==> config.mk <==
export PLATFORM = sky130hd
export DESIGN_NAME = qpu_exu
export DESIGN_NICKNAME = d
export VERILOG_FILES = /design/src/logic/qpu_pkg.sv /design/src/logic/qpu_exu.sv /design/src/logic/qpu_exu_regfile.sv /design/src/logic/qpu_exu_alu.sv /design/src/logic/qpu_exu_oitf.sv /design/src/logic/qpu_exu_disp.sv /design/src/logic/qpu_exu_decode.sv
export SDC_FILE = /design/constraint.sdc
export NUM_CORES = 1
export LEC_CHECK = 0
export CORE_UTILIZATION = 60
export DETAILED_ROUTE_END_ITERATION = 8
export DONT_BUFFER_PORTS = 1
export PLACE_DENSITY_LB_ADDON = 0.08
export SETUP_SLACK_MARGIN = 0.05
export SYNTH_ARGS = -nofsm -noshare
export SYNTH_HDL_FRONTEND = slang
export SYNTH_HIERARCHICAL = 1
export SYNTH_SLANG_ARGS = --single-unit
==> constraint.sdc <==
create_clock -name clk -period 5.1 [get_ports clk]
set_input_delay 0.255 -clock clk [delete_from_list [all_inputs] [get_ports clk]]
set_output_delay 0.255 -clock clk [all_outputs]
set_load 0.03 [all_outputs]
==> src/logic/qpu_pkg.sv <==
`default_nettype none

package qpu_pkg;

  ////////////////////////////////////////
  // Widths fixed by the instruction format
  ////////////////////////////////////////
  localparam int XLEN        = 32;
  localparam int INSTR_WIDTH = 32;
  localparam int RFIDX_WIDTH = 4;
  localparam int IMM_WIDTH   = 16;
  localparam int TIME_WIDTH  = 20;
  localparam int QUBIT_NUM   = 8;

  // Number of classical registers, r0 included
  localparam int RF_NUM = 2 ** RFIDX_WIDTH;

  typedef logic [INSTR_WIDTH-1:0] instr_t;
  typedef logic [XLEN-1:0]        data_t;
  typedef logic [RFIDX_WIDTH-1:0] rfidx_t;
  typedef logic [TIME_WIDTH-1:0]  time_t;
  typedef logic [QUBIT_NUM-1:0]   qubits_t;

  ////////////////////////////////////////
  // Opcodes in bits 31..28 of the word
  ////////////////////////////////////////
  typedef enum logic [3:0] {
    OP_NOP     = 4'd0,
    OP_ADD     = 4'd1,
    OP_ADDI    = 4'd2,
    OP_QWAIT   = 4'd3,
    OP_MEASURE = 4'd4,
    OP_FMR     = 4'd5
  } opcode_e;

endpackage

`default_nettype wire
==> src/logic/qpu_exu.sv <==
`timescale 1ns/1ns
`default_nettype none

module qpu_exu import qpu_pkg::*;
#(
  parameter int OITF_DEPTH = 4
)
(
  input  logic    clk,
  input  logic    i_arst_n,
  input  logic    i_instr_valid,
  output logic    o_instr_ready,
  input  instr_t  i_instr,
  output logic    o_tiq_valid,
  input  logic    i_tiq_ready,
  output time_t   o_tiq_time,
  output logic    o_evq_valid,
  input  logic    i_evq_ready,
  output time_t   o_evq_time,
  output qubits_t o_evq_qubits,
  input  logic    i_mcu_valid,
  input  qubits_t i_mcu_result,
  output logic    o_wb_valid,
  output rfidx_t  o_wb_rdidx,
  output data_t   o_wb_data
);

  opcode_e dec_opcode;
  rfidx_t  dec_rd;
  rfidx_t  dec_rs1;
  rfidx_t  dec_rs2;
  data_t   dec_imm_sext;
  qubits_t dec_qubits;
  qubits_t dec_fmr_qubit_sel;
  logic    dec_rdwen;

  logic    issue;
  logic    oitf_push;
  logic    oitf_full;
  qubits_t oitf_pending;
  qubits_t oitf_head_qubits;

  data_t   rs1_data;
  data_t   rs2_data;
  time_t   cur_time;
  qubits_t meas;
  logic    rf_wen;
  data_t   rf_wdata;
  logic    time_wen;
  time_t   time_next;
  logic    tiq_free;
  logic    evq_free;

  // Every issued MEASURE takes a queue entry
  assign oitf_push = issue && (dec_opcode == OP_MEASURE);

  qpu_exu_decode u_decode (
    .i_instr         (i_instr),
    .o_opcode        (dec_opcode),
    .o_rd            (dec_rd),
    .o_rs1           (dec_rs1),
    .o_rs2           (dec_rs2),
    .o_imm_sext      (dec_imm_sext),
    .o_qubits        (dec_qubits),
    .o_fmr_qubit_sel (dec_fmr_qubit_sel),
    .o_rdwen         (dec_rdwen)
  );

  qpu_exu_disp u_disp (
    .i_instr_valid   (i_instr_valid),
    .o_instr_ready   (o_instr_ready),
    .i_opcode        (dec_opcode),
    .i_fmr_qubit_sel (dec_fmr_qubit_sel),
    .i_pending       (oitf_pending),
    .i_oitf_full     (oitf_full),
    .i_tiq_free      (tiq_free),
    .i_evq_free      (evq_free),
    .o_issue         (issue)
  );

  qpu_exu_oitf #(
    .OITF_DEPTH (OITF_DEPTH)
  ) u_oitf (
    .clk           (clk),
    .i_arst_n      (i_arst_n),
    .i_push        (oitf_push),
    .i_push_qubits (dec_qubits),
    .i_pop         (i_mcu_valid),
    .o_full        (oitf_full),
    .o_pending     (oitf_pending),
    .o_head_qubits (oitf_head_qubits)
  );

  qpu_exu_alu u_alu (
    .clk             (clk),
    .i_arst_n        (i_arst_n),
    .i_issue         (issue),
    .i_opcode        (dec_opcode),
    .i_rd            (dec_rd),
    .i_rdwen         (dec_rdwen),
    .i_rs1_data      (rs1_data),
    .i_rs2_data      (rs2_data),
    .i_imm_sext      (dec_imm_sext),
    .i_qubits        (dec_qubits),
    .i_fmr_qubit_sel (dec_fmr_qubit_sel),
    .i_time          (cur_time),
    .i_meas          (meas),
    .o_rf_wen        (rf_wen),
    .o_rf_wdata      (rf_wdata),
    .o_time_wen      (time_wen),
    .o_time_next     (time_next),
    .i_tiq_ready     (i_tiq_ready),
    .i_evq_ready     (i_evq_ready),
    .o_tiq_free      (tiq_free),
    .o_evq_free      (evq_free),
    .o_tiq_valid     (o_tiq_valid),
    .o_tiq_time      (o_tiq_time),
    .o_evq_valid     (o_evq_valid),
    .o_evq_time      (o_evq_time),
    .o_evq_qubits    (o_evq_qubits),
    .o_wb_valid      (o_wb_valid),
    .o_wb_rdidx      (o_wb_rdidx),
    .o_wb_data       (o_wb_data)
  );

  qpu_exu_regfile u_regfile (
    .clk          (clk),
    .i_arst_n     (i_arst_n),
    .i_rs1        (dec_rs1),
    .i_rs2        (dec_rs2),
    .i_wen        (rf_wen),
    .i_wdst       (dec_rd),
    .i_wdata      (rf_wdata),
    .i_time_wen   (time_wen),
    .i_time_next  (time_next),
    .i_mcu_valid  (i_mcu_valid),
    .i_mcu_result (i_mcu_result),
    .i_mcu_qubits (oitf_head_qubits),
    .o_rs1_data   (rs1_data),
    .o_rs2_data   (rs2_data),
    .o_time       (cur_time),
    .o_meas       (meas)
  );

endmodule

`default_nettype wire

==> src/logic/qpu_exu_regfile.sv <==
`timescale 1ns/1ns
`default_nettype none

module qpu_exu_regfile import qpu_pkg::*;
(
  input  logic    clk,
  input  logic    i_arst_n,
  input  rfidx_t  i_rs1,
  input  rfidx_t  i_rs2,
  input  logic    i_wen,
  input  rfidx_t  i_wdst,
  input  data_t   i_wdata,
  input  logic    i_time_wen,
  input  time_t   i_time_next,
  input  logic    i_mcu_valid,
  input  qubits_t i_mcu_result,
  input  qubits_t i_mcu_qubits,
  output data_t   o_rs1_data,
  output data_t   o_rs2_data,
  output time_t   o_time,
  output qubits_t o_meas
);

  // r0 has no storage
  data_t regs [1:RF_NUM-1];

  ////////////////////////////////////////
  // Classical registers
  ////////////////////////////////////////
  always_ff @(posedge clk or negedge i_arst_n)
  begin
    if (!i_arst_n)
    begin
      for (int i = 1; i < RF_NUM; i++)
        regs[i] <= '0;
    end
    else if (i_wen && (i_wdst != '0))
    begin
      regs[i_wdst] <= i_wdata;
    end
  end

  assign o_rs1_data = (i_rs1 == '0) ? '0 : regs[i_rs1];
  assign o_rs2_data = (i_rs2 == '0) ? '0 : regs[i_rs2];

  ////////////////////////////////////////
  // Time and measurement registers
  ////////////////////////////////////////
  always_ff @(posedge clk or negedge i_arst_n)
  begin
    if (!i_arst_n)
    begin
      o_time <= '0;
      o_meas <= '0;
    end
    else
    begin
      if (i_time_wen)
        o_time <= i_time_next;
      // Only the returning measure's qubits change
      if (i_mcu_valid)
        o_meas <= (o_meas & ~i_mcu_qubits) | (i_mcu_result & i_mcu_qubits);
    end
  end

endmodule

`default_nettype wire

==> src/logic/qpu_exu_alu.sv <==
`timescale 1ns/1ns
`default_nettype none

module qpu_exu_alu import qpu_pkg::*;
(
  input  logic    clk,
  input  logic    i_arst_n,
  input  logic    i_issue,
  input  opcode_e i_opcode,
  input  rfidx_t  i_rd,
  input  logic    i_rdwen,
  input  data_t   i_rs1_data,
  input  data_t   i_rs2_data,
  input  data_t   i_imm_sext,
  input  qubits_t i_qubits,
  input  qubits_t i_fmr_qubit_sel,
  input  time_t   i_time,
  input  qubits_t i_meas,
  output logic    o_rf_wen,
  output data_t   o_rf_wdata,
  output logic    o_time_wen,
  output time_t   o_time_next,
  input  logic    i_tiq_ready,
  input  logic    i_evq_ready,
  output logic    o_tiq_free,
  output logic    o_evq_free,
  output logic    o_tiq_valid,
  output time_t   o_tiq_time,
  output logic    o_evq_valid,
  output time_t   o_evq_time,
  output qubits_t o_evq_qubits,
  output logic    o_wb_valid,
  output rfidx_t  o_wb_rdidx,
  output data_t   o_wb_data
);

  data_t op2;
  logic  fmr_bit;
  logic  issue_qwait;
  logic  issue_measure;
  logic  issue_wb;

  ////////////////////////////////////////
  // Execute
  ////////////////////////////////////////
  assign op2     = (i_opcode == OP_ADDI) ? i_imm_sext : i_rs2_data;
  assign fmr_bit = |(i_meas & i_fmr_qubit_sel);

  assign o_rf_wdata = (i_opcode == OP_FMR) ? data_t'(fmr_bit) : i_rs1_data + op2;
  assign o_rf_wen   = i_issue && i_rdwen;

  // QWAIT immediate is zero-extended
  assign o_time_next = i_time + time_t'(i_imm_sext[IMM_WIDTH-1:0]);

  assign issue_qwait   = i_issue && (i_opcode == OP_QWAIT);
  assign issue_measure = i_issue && (i_opcode == OP_MEASURE);
  assign issue_wb      = i_issue && i_rdwen;
  assign o_time_wen    = issue_qwait;

  // Slot can take a new item this cycle
  assign o_tiq_free = !o_tiq_valid || i_tiq_ready;
  assign o_evq_free = !o_evq_valid || i_evq_ready;

  ////////////////////////////////////////
  // Output registers
  ////////////////////////////////////////
  always_ff @(posedge clk or negedge i_arst_n)
  begin
    if (!i_arst_n)
    begin
      o_tiq_valid <= 1'b0;
      o_evq_valid <= 1'b0;
      o_wb_valid  <= 1'b0;
    end
    else
    begin
      if (issue_qwait)
        o_tiq_valid <= 1'b1;
      else if (i_tiq_ready)
        o_tiq_valid <= 1'b0;
      if (issue_measure)
        o_evq_valid <= 1'b1;
      else if (i_evq_ready)
        o_evq_valid <= 1'b0;
      // Trace lasts one cycle
      o_wb_valid <= issue_wb;
    end
  end

  always_ff @(posedge clk)
  begin
    if (issue_qwait)
      o_tiq_time <= o_time_next;
    if (issue_measure)
    begin
      o_evq_time   <= i_time;
      o_evq_qubits <= i_qubits;
    end
    if (issue_wb)
    begin
      o_wb_rdidx <= i_rd;
      o_wb_data  <= o_rf_wdata;
    end
  end

  a_tiq_hold : assert property (@(posedge clk) disable iff (!i_arst_n)
    (o_tiq_valid && !i_tiq_ready) |=> (o_tiq_valid && $stable(o_tiq_time)));

endmodule

`default_nettype wire

==> src/logic/qpu_exu_oitf.sv <==
`timescale 1ns/1ns
`default_nettype none

module qpu_exu_oitf import qpu_pkg::*;
#(
  parameter int OITF_DEPTH = 4
)
(
  input  logic    clk,
  input  logic    i_arst_n,
  input  logic    i_push,
  input  qubits_t i_push_qubits,
  input  logic    i_pop,
  output logic    o_full,
  output qubits_t o_pending,
  output qubits_t o_head_qubits
);

  localparam int PTR_WIDTH = $clog2(OITF_DEPTH);
  localparam int CNT_WIDTH = $clog2(OITF_DEPTH + 1);

  qubits_t                mem [OITF_DEPTH];
  logic [OITF_DEPTH-1:0]  vld;
  logic [PTR_WIDTH-1:0]   wr_ptr;
  logic [PTR_WIDTH-1:0]   rd_ptr;
  logic [CNT_WIDTH-1:0]   count;

  if (OITF_DEPTH < 2)
  begin : g_depth_check
    $error("OITF_DEPTH must be at least 2");
  end

  ////////////////////////////////////////
  // Pointers, count and entry valid bits
  ////////////////////////////////////////
  always_ff @(posedge clk or negedge i_arst_n)
  begin
    if (!i_arst_n)
    begin
      wr_ptr <= '0;
      rd_ptr <= '0;
      count  <= '0;
      vld    <= '0;
    end
    else
    begin
      if (i_push)
      begin
        vld[wr_ptr] <= 1'b1;
        wr_ptr <= (wr_ptr == PTR_WIDTH'(OITF_DEPTH - 1)) ? '0 : wr_ptr + 1'b1;
      end
      if (i_pop)
      begin
        vld[rd_ptr] <= 1'b0;
        rd_ptr <= (rd_ptr == PTR_WIDTH'(OITF_DEPTH - 1)) ? '0 : rd_ptr + 1'b1;
      end
      // Push and pop together leave the count alone
      if (i_push && !i_pop)
        count <= count + 1'b1;
      else if (i_pop && !i_push)
        count <= count - 1'b1;
    end
  end

  always_ff @(posedge clk)
  begin
    if (i_push)
      mem[wr_ptr] <= i_push_qubits;
  end

  assign o_full        = (count == CNT_WIDTH'(OITF_DEPTH));
  assign o_head_qubits = mem[rd_ptr];

  // OR of every outstanding mask
  always_comb
  begin
    o_pending = '0;
    for (int i = 0; i < OITF_DEPTH; i++)
    begin
      if (vld[i])
        o_pending = o_pending | mem[i];
    end
  end

  a_no_push_full : assert property (@(posedge clk) disable iff (!i_arst_n)
    i_push |-> !o_full);

  a_no_pop_empty : assert property (@(posedge clk) disable iff (!i_arst_n)
    i_pop |-> (count != '0));

endmodule

`default_nettype wire

==> src/logic/qpu_exu_disp.sv <==
`timescale 1ns/1ns
`default_nettype none

module qpu_exu_disp import qpu_pkg::*;
(
  input  logic    i_instr_valid,
  output logic    o_instr_ready,
  input  opcode_e i_opcode,
  input  qubits_t i_fmr_qubit_sel,
  input  qubits_t i_pending,
  input  logic    i_oitf_full,
  input  logic    i_tiq_free,
  input  logic    i_evq_free,
  output logic    o_issue
);

  logic fmr_stall;
  logic measure_stall;
  logic qwait_stall;

  ////////////////////////////////////////
  // Stall conditions per opcode
  ////////////////////////////////////////

  // Result bit still on its way back
  assign fmr_stall = (i_opcode == OP_FMR) && |(i_fmr_qubit_sel & i_pending);

  // Needs a queue entry and an empty event slot
  assign measure_stall = (i_opcode == OP_MEASURE) && (i_oitf_full || !i_evq_free);

  assign qwait_stall = (i_opcode == OP_QWAIT) && !i_tiq_free;

  // Ready only looks at the offered word and current state
  assign o_instr_ready = !(fmr_stall || measure_stall || qwait_stall);

  assign o_issue = i_instr_valid && o_instr_ready;

endmodule

`default_nettype wire

==> src/logic/qpu_exu_decode.sv <==
`timescale 1ns/1ns
`default_nettype none

module qpu_exu_decode import qpu_pkg::*;
(
  input  instr_t  i_instr,
  output opcode_e o_opcode,
  output rfidx_t  o_rd,
  output rfidx_t  o_rs1,
  output rfidx_t  o_rs2,
  output data_t   o_imm_sext,
  output qubits_t o_qubits,
  output qubits_t o_fmr_qubit_sel,
  output logic    o_rdwen
);

  logic [IMM_WIDTH-1:0] imm;

  assign imm   = i_instr[IMM_WIDTH-1:0];
  assign o_rd  = i_instr[27:24];
  assign o_rs1 = i_instr[23:20];
  assign o_rs2 = i_instr[19:16];

  // Unknown opcodes fall back to NOP
  always_comb
  begin
    case (i_instr[31:28])
      OP_ADD:     o_opcode = OP_ADD;
      OP_ADDI:    o_opcode = OP_ADDI;
      OP_QWAIT:   o_opcode = OP_QWAIT;
      OP_MEASURE: o_opcode = OP_MEASURE;
      OP_FMR:     o_opcode = OP_FMR;
      default:    o_opcode = OP_NOP;
    endcase
  end

  assign o_imm_sext = {{(XLEN-IMM_WIDTH){imm[IMM_WIDTH-1]}}, imm};

  // Qubit mask sits in the low immediate byte
  assign o_qubits = imm[QUBIT_NUM-1:0];

  // FMR picks one qubit by number
  assign o_fmr_qubit_sel = qubits_t'(1) << imm[$clog2(QUBIT_NUM)-1:0];

  assign o_rdwen = (o_opcode == OP_ADD) || (o_opcode == OP_ADDI) || (o_opcode == OP_FMR);

endmodule

`default_nettype wire

# [Yosys cells after proc, flatten, opt, wreduce, memory -nomap -nowiden]
# Memory sizes are Yosys's and may differ from the RTL's.
# Index checks and enable logic that the tools add are counted.
[word_totals] reg_bits=606 out_inout_bits=88 mem_bits_rw=32 word_cells=142 mem_count=1
[classes] eq_ne=13 bitwise=15 shift=1 n_addsub=6 magnitude_cmp=8 muxes=34 n_reduce_logical=35
[memory_table] memory="u_oitf.mem" words=4 word_bits=8 read_ports=5 rd_clocked_by_memory_dff=0 wr=1 line_no="qpu_exu_oitf.sv:22" rtl="qubits_t mem [OITF_DEPTH];"
[op_table] operator="480-bit bitwise mux" count=1
[op_table] operator="32-bit 2-to-1 mux" count=9
[op_table] operator="32-bit binary-select mux with 4-bit select" count=2
[op_table] operator="32-bit demux with 4-bit select" count=1
[op_table] operator="32-bit adder" count=1
[op_table] operator="8-bit AND" count=4
[op_table] operator="8-bit 2-to-1 mux" count=4
[op_table] operator="8-bit OR" count=4
[op_table] operator="20-bit by 16-bit adder with 20-bit output" count=1
[op_table] operator="8-bit OR reduction" count=2
[op_table] operator="5-bit >= comparator, second input constant" count=3
[op_table] operator="4-bit inverter with 5-bit output" count=3
[op_table] operator="3-bit one-hot mux with 5 select lines" count=1
[op_table] operator="1-bit logical AND" count=13
[op_table] operator="3-bit equality test, second input constant" count=3
[op_table] operator="4-bit by 2-bit equality test with 1-bit output, second input constant" count=2
[op_table] operator="4-bit by 3-bit equality test with 1-bit output, second input constant" count=2
[op_table] operator="4-bit zero test" count=2
[op_table] operator="1-bit 2-to-1 mux" count=8
[op_table] operator="4-bit 2-to-1 mux" count=2
[op_table] operator="8-bit inverter" count=1
[op_table] operator="1-bit by 3-bit << shifter with 8-bit output, first input constant" count=1
[op_table] operator="1-bit zero test" count=7
[op_table] operator="1-bit logical OR" count=7
[op_table] operator="other kinds (18)" count=28

# [Longest topological paths before layout]
# An unclocked memory read counts as a cell.
[depth] ltp_word=20 depth_mapped=20 depth_no_buf=15

# [Modules after synthesis]
# Netlist, hierarchy kept.
[by_module_without_submodules] mod="qpu_exu_regfile" area_each_um2=27550.2 n_inst=1 cells_per_inst=1993 seq_area_each_um2=12712.2
[by_module_without_submodules] mod="qpu_exu_alu" area_each_um2=6009.5 n_inst=1 cells_per_inst=559 seq_area_each_um2=2597.5
[by_module_without_submodules] mod="qpu_exu_oitf" area_each_um2=1903.1 n_inst=1 cells_per_inst=120 seq_area_each_um2=1236.2
[by_module_without_submodules] mod="qpu_exu_decode" area_each_um2=504.2 n_inst=1 cells_per_inst=69 seq_area_each_um2=0.0
[by_module_without_submodules] mod="qpu_exu_disp" area_each_um2=81.3 n_inst=1 cells_per_inst=12 seq_area_each_um2=0.0
[by_module_without_submodules] mod="qpu_exu" area_each_um2=13.8 n_inst=1 cells_per_inst=2 seq_area_each_um2=0.0

# [Worst setup path after synthesis]
# No wires, ideal clock.
[synth_path] path_type="input -> register" startpoint="in i_instr[30]" endpoint="reg u_regfile/regs[208] (netlist name)" cell_stages=15 arrival_time_ns=4.295 setup_time_ns=0.065 slack_ns=0.740 path_buffers=2 cell_sequence="nor3b_1 > nor2b_1 > nor3b_2 > clkbuf_1 > mux2_2 > ha_1 > a21oi_1 > a2111oi_4 > nor2_2 > o21ai_1 > a21oi_1 > mux2i_1 > a2111oi_1 > clkbuf_1 > mux2_2"
[synth_between] word_cells_on_any_way=26
[synth_rtl] item="start: declaration" line_no="qpu_exu.sv:13" rtl="input instr_t i_instr,"
[synth_rtl] item="4-bit by 3-bit equality test with 1-bit output, or another cell as far along" line_no="qpu_exu_decode.sv:27" rtl="case (i_instr[31:28])"
[synth_rtl] item="3-bit one-hot mux with 5 select lines *" line_no="qpu_exu_decode.sv:27"
[synth_rtl] item="3-bit by 2-bit equality test with 1-bit output" line_no="qpu_exu_alu.sv:46" rtl="assign op2 = (i_opcode == OP_ADDI) ? i_imm_sext : i_rs2_data;"
[synth_rtl] item="32-bit 2-to-1 mux" line_no="qpu_exu_alu.sv:46"
[synth_rtl] item="32-bit adder" line_no="qpu_exu_alu.sv:49" rtl="assign o_rf_wdata = (i_opcode == OP_FMR) ? data_t'(fmr_bit) : i_rs1_data + op2;"
[synth_rtl] item="32-bit 2-to-1 mux *" line_no="qpu_exu_alu.sv:49"
[synth_rtl] item="via rf_wdata[16]" line_no="qpu_exu.sv:48" rtl="data_t rf_wdata;"
[synth_rtl] item="480-bit bitwise mux *" line_no="qpu_exu_regfile.sv:39" rtl="regs[i_wdst] <= i_wdata;"
[synth_rtl] item="end signal: indexed assignment" line_no="qpu_exu_regfile.sv:39"
[synth_rtl] item="end: declaration" line_no="qpu_exu_regfile.sv:25" rtl="data_t regs [1:RF_NUM-1];"
# Mark *: on every way through the listed nets, which the timed path passes. The rest lies on a longest branch.
# A chain may end at the register's enable or synchronous reset.

# [Worst setup path after layout]
[layout_path] startpoint="reg u_regfile/regs[400] (netlist name)" endpoint="reg u_regfile/regs[220] (netlist name)"
[layout_between] elab_chain_len=8 word_cells_on_any_way=12
[layout_rtl] item="32-bit binary-select mux with 4-bit select" line_no="qpu_exu_regfile.sv:44" rtl="assign o_rs2_data = (i_rs2 == '0) ? '0 : regs[i_rs2];"
[layout_rtl] item="32-bit 2-to-1 mux (implied by the code) (2 in a row)" line_no="qpu_exu_regfile.sv:44"
[layout_rtl] item="32-bit 2-to-1 mux" line_no="qpu_exu_regfile.sv:44"
[layout_rtl] item="via rs2_data[16]" line_no="qpu_exu.sv:44" rtl="data_t rs2_data;"
[layout_rtl] item="32-bit 2-to-1 mux" line_no="qpu_exu_alu.sv:46"
[layout_rtl] item="32-bit adder" line_no="qpu_exu_alu.sv:49"
[layout_rtl] item="32-bit 2-to-1 mux" line_no="qpu_exu_alu.sv:49"
[layout_rtl] item="via rf_wdata[28]" line_no="qpu_exu.sv:48"
[layout_rtl] item="480-bit bitwise mux" line_no="qpu_exu_regfile.sv:39"
# The timed path passes the listed nets, and every way through them passes these cells. The select of a mux whose other input is x is not followed.

==> results_dict.tcl <==
set metrics [dict create \
    layout_setup_ws_ns 0.521 \
    pwr-share-clk_pct 34.6 \
    synthXorXnorAreaFrac_pct 0.996 \
    end_kind "register" \
    power_frac_seq_pct 43.9 \
    coreArea_um2 59200 \
    fp-row-count 89 \
    worstPathCellList "mux2_2 > a211o_1 > a21oi_1 > o211ai_1 > mux2_2 > ha_1 > and3_4 > a221o_1 > a311oi_2 > nand3_2 > o22ai_1 > xor2_1 > nor2_1 > mux2_2" \
    wl_um 100000 \
    tightest_slew_ns 1.54 \
    hold_path_class "in -> async" \
    skew_ns 0.0254 \
    clkTransAtPathRegs_ns 0.06 \
    cts_tree "built" \
    ios 134 \
    slew_headroom_pct -2.47 \
    rsz0062_at_grt "no" \
    crit_arrival_ns 5.13 \
    hold_viol 522 \
    synthAdderAreaFrac_pct 2.35 \
    dpl.hpwl_um 58800 \
    final_cell_area_um2 38700 \
    first_global_vias 24300 \
    start_kind "register" \
    p_int_w 0.0105 \
    dr.pass1.iters 9 \
    grt_pass1_wl_um 152000 \
    switching_power_w 0.00430 \
    yosys_register_bits 638 \
    vias 23800 \
    synth_compound_area_share_pct 8.85 \
    io_buffers 0 \
    area_growth_pct 7.35 \
    drive_gt1_share_pct 36.0 \
    tns_ns 0 \
    crit_type "reg -> reg" \
    synth_common_cells "mux2_2 (611), dfrtp_1 (522), mux4_2 (136), nand2_1 (134), edfxtp_1 (116)" \
    yosys-top-cells-area "dfrtp_1 (36%), mux2_2 (19%), edfxtp_1 (9.7%)" \
    syn_area_per_cell_um2 13.1 \
    yosysTopAreaCellShare_pct 36.2 \
    die_area_um2 61100 \
    synth_cell_types 84 \
    netlist_area_um2 36100 \
    htree_num_levels 3 \
    period_share_pct 89.8 \
    initial_core_util_pct 60.9 \
    antenna_found_initial 1 \
    holdWs_ns -0.658 \
    p_leak_nw 17.3 \
    outcome "finished with violations" \
    cts_hold_buf 23 \
    synth-edff-count 116 \
    netSwitchingFraction_pct 29.0 \
    track_usage_pct 33.4 \
    clock.fmax_ghz 0.218 \
    yosys.area.top_type "dfrtp_1" \
    drtIter0Drc 1952 \
    powerDensity_nw_per_um2 383 \
    die_h_um 247 \
    cts-buffers-inserted 72 \
    dominantRegCellSynth "dfrtp_1" \
    violations "DRC, hold timing, slew limit" \
    critPathMaxFanout 16 \
    ant_nets 0 \
    via_per_inst 6.86 \
    cp.buffers_inverters 0 \
    pwr-share-comb_pct 21.5 \
    synth_cells 2755 \
    synth_fp_nets 2867 \
    overflow 0 \
    place_congestion 0.883 \
    cpMaxStageDelayCell "nor2_1" \
    crit_start "u_regfile/regs[400]$_DFFE_PN0P_" \
    reg2reg_setup_slack_ns 0.52 \
    drc_errors 12 \
    period_minus_slack_ns 4.58 \
    ir_drop_v 0.000272 \
    reg2reg_to "u_regfile/regs[220]$_DFFE_PN0P_" \
    seq_area_frac_synth_pct 45.9 \
    synth.most_common_cell "mux2_2" \
    crit_family "compound AO/OA/AOI/OAI gates" \
    clk_latency_ns 0.62 \
    wl_per_cell_um 28.9 \
    pre_cts_slack_ns 0.378 \
    synthArstFlopShare_pct 81.8 \
    cts_setup_buffers 0 \
    reg2reg_depth 14 \
    cts_buffer_depth 3 \
    grt_max_degree 523 \
    final_nets 2752 \
    cts.sinks 638 \
    postCtsResizedCells 0 \
    crit_top_cell "mux2_2" \
    synth_mux_area_share_pct 31.3 \
    die_width_um 247 \
    cpPeakStageDelay_ns 0.70 \
    slew_violations 50 \
    setup_violations 0 \
    placed_area_um2 36100 \
    critPathRequiredTime_ns 5.65 \
    maxCapViolations 0 \
    synthSimpleGateAreaFrac_pct 6.17 \
    synth_warnings 6 \
    timing.rr.start "u_regfile/regs[400]$_DFFE_PN0P_" \
    synth_top_family_by_area "multiplexers" \
    cts-root-buf "clkbuf_16" \
]
## registers in the layout, summed over array words and instances, names as in the netlist, named ones only
name / flops
u_alu/o_evq_qubits: 8
u_regfile/o_time: 20
u_alu/o_evq_valid: 1
u_oitf/vld: 4
u_alu/o_wb_data: 32
u_oitf/count: 3
u_oitf/rd_ptr: 2
u_alu/o_evq_time: 20
u_alu/o_tiq_time: 20
u_alu/o_wb_rdidx: 4
u_regfile/regs: 480
u_alu/o_tiq_valid: 1
u_oitf/wr_ptr: 2
u_alu/o_wb_valid: 1
u_oitf/mem: 32
## through the flow
stage                     total power, W  instances  utilization, %
after global routing              0.0155       3472            65.3
after global placement           0.00955       3316            61.0
after CTS                         0.0149       3470            65.3
after detailed placement         0.00970       3316            61.0
after floorplan                  0.00899       2755               -
final                             0.0148       3472            65.3
## worst reg2reg max path, stage by stage (launching register included)
cell,delay (ns)
dfrtp_1,0.39
mux2_2,0.26
a211o_1,0.31
a21oi_1,0.15
o211ai_1,0.18
mux2_2,0.32
ha_1,0.43
and3_4,0.25
a221o_1,0.33
a311oi_2,0.30
nand3_2,0.20
o22ai_1,0.27
xor2_1,0.13
nor2_1,0.70
mux2_2,0.30
## metal layers
metal  global-route usage (%)  wire [um]  up-vias
met1                     44.5      41900    12500
met3                     5.43       5690      227
met4                     13.6       4040        0
li1                         -          -    10200
met5                        0          0        -
met2                     54.7      48900      890
## cell families (layout without fill, tap and decap cells)
| kind of cell | Yosys count | in the layout |
|---|---|---|
| muxes | 880 | 880 |
| xor gates and xnor gates | 41 | 41 |
| buffers and inverters | 290 | 232 |
| DFF | 638 | 638 |
| adders and majority gates | 66 | 66 |
| and+or+nand+nor | 426 | 426 |
| AOI/OAI and AO/OA | 413 | 413 |
| other | 1 | 3 |
## how the worst max path moves through the flow
stage | to | slack, ns | depth (start not counted)
2_1_floorplan | u_regfile/regs[208]$_DFFE_PN0P_ | 0.74 | 15
3_3_place_gp | u_regfile/regs[24]$_DFFE_PN0P_ | 0.44 | 14
3_5_place_dp | u_regfile/regs[220]$_DFFE_PN0P_ | 0.38 | 14
4_1_cts | u_regfile/regs[220]$_DFFE_PN0P_ | 0.58 | 14
5_1_grt | u_regfile/regs[348]$_DFFE_PN0P_ | 0.30 | 14
6_report | u_regfile/regs[220]$_DFFE_PN0P_ | 0.52 | 14
## cell usage in the layout, fill, tap and decap left out, types with 16 or more instances in the layout
| cell type | n |
|---|---|
| mux2_2 | 611 |
| dfrtp_1 | 522 |
| mux4_2 | 136 |
| nand2_1 | 134 |
| edfxtp_1 | 116 |
| mux2i_1 | 114 |
| a21oi_1 | 93 |
| clkbuf_16 | 74 |
| ha_1 | 63 |
| nor2_1 | 61 |
| nand3_1 | 52 |
| buf_4 | 50 |
| o211ai_1 | 44 |
| a211o_1 | 42 |
| and3b_1 | 41 |
| clkbuf_1 | 27 |
| nor2b_1 | 27 |
| xnor2_1 | 24 |
| dlygate4sd3_1 | 23 |
| a221oi_2 | 22 |
| a221oi_1 | 21 |
| o21ai_0 | 20 |
| a22oi_1 | 20 |
| inv_1 | 19 |
| a221o_1 | 19 |
| mux2_1 | 19 |
| a22o_1 | 18 |
| xor2_1 | 17 |
| o221ai_1 | 17 |
| nor3_1 | 16 |
## cell type report
type,instances,area [um2]
Antenna cell,2,5.00
Clock buffer,110,2080
Clock inverter,21,249
Fill cell,4342,20500
Inverter,22,83.8
Multi-Input combinational cell,1827,18100
Sequential cell,638,16500
Tap cell,773,967
Timing Repair Buffer,79,726
## power by group through the flow
stage / Clock, W / Sequential [W] / Combinational, W
after floorplan: 0 / 0.00637 / 0.00261
after global placement: 0 / 0.00651 / 0.00304
after detailed placement: 0 / 0.00658 / 0.00312
after CTS: 0.00522 / 0.00649 / 0.00317
after global routing: 0.00544 / 0.00660 / 0.00344
final: 0.00514 / 0.00651 / 0.00319
(Power assumes the default switching activity.)
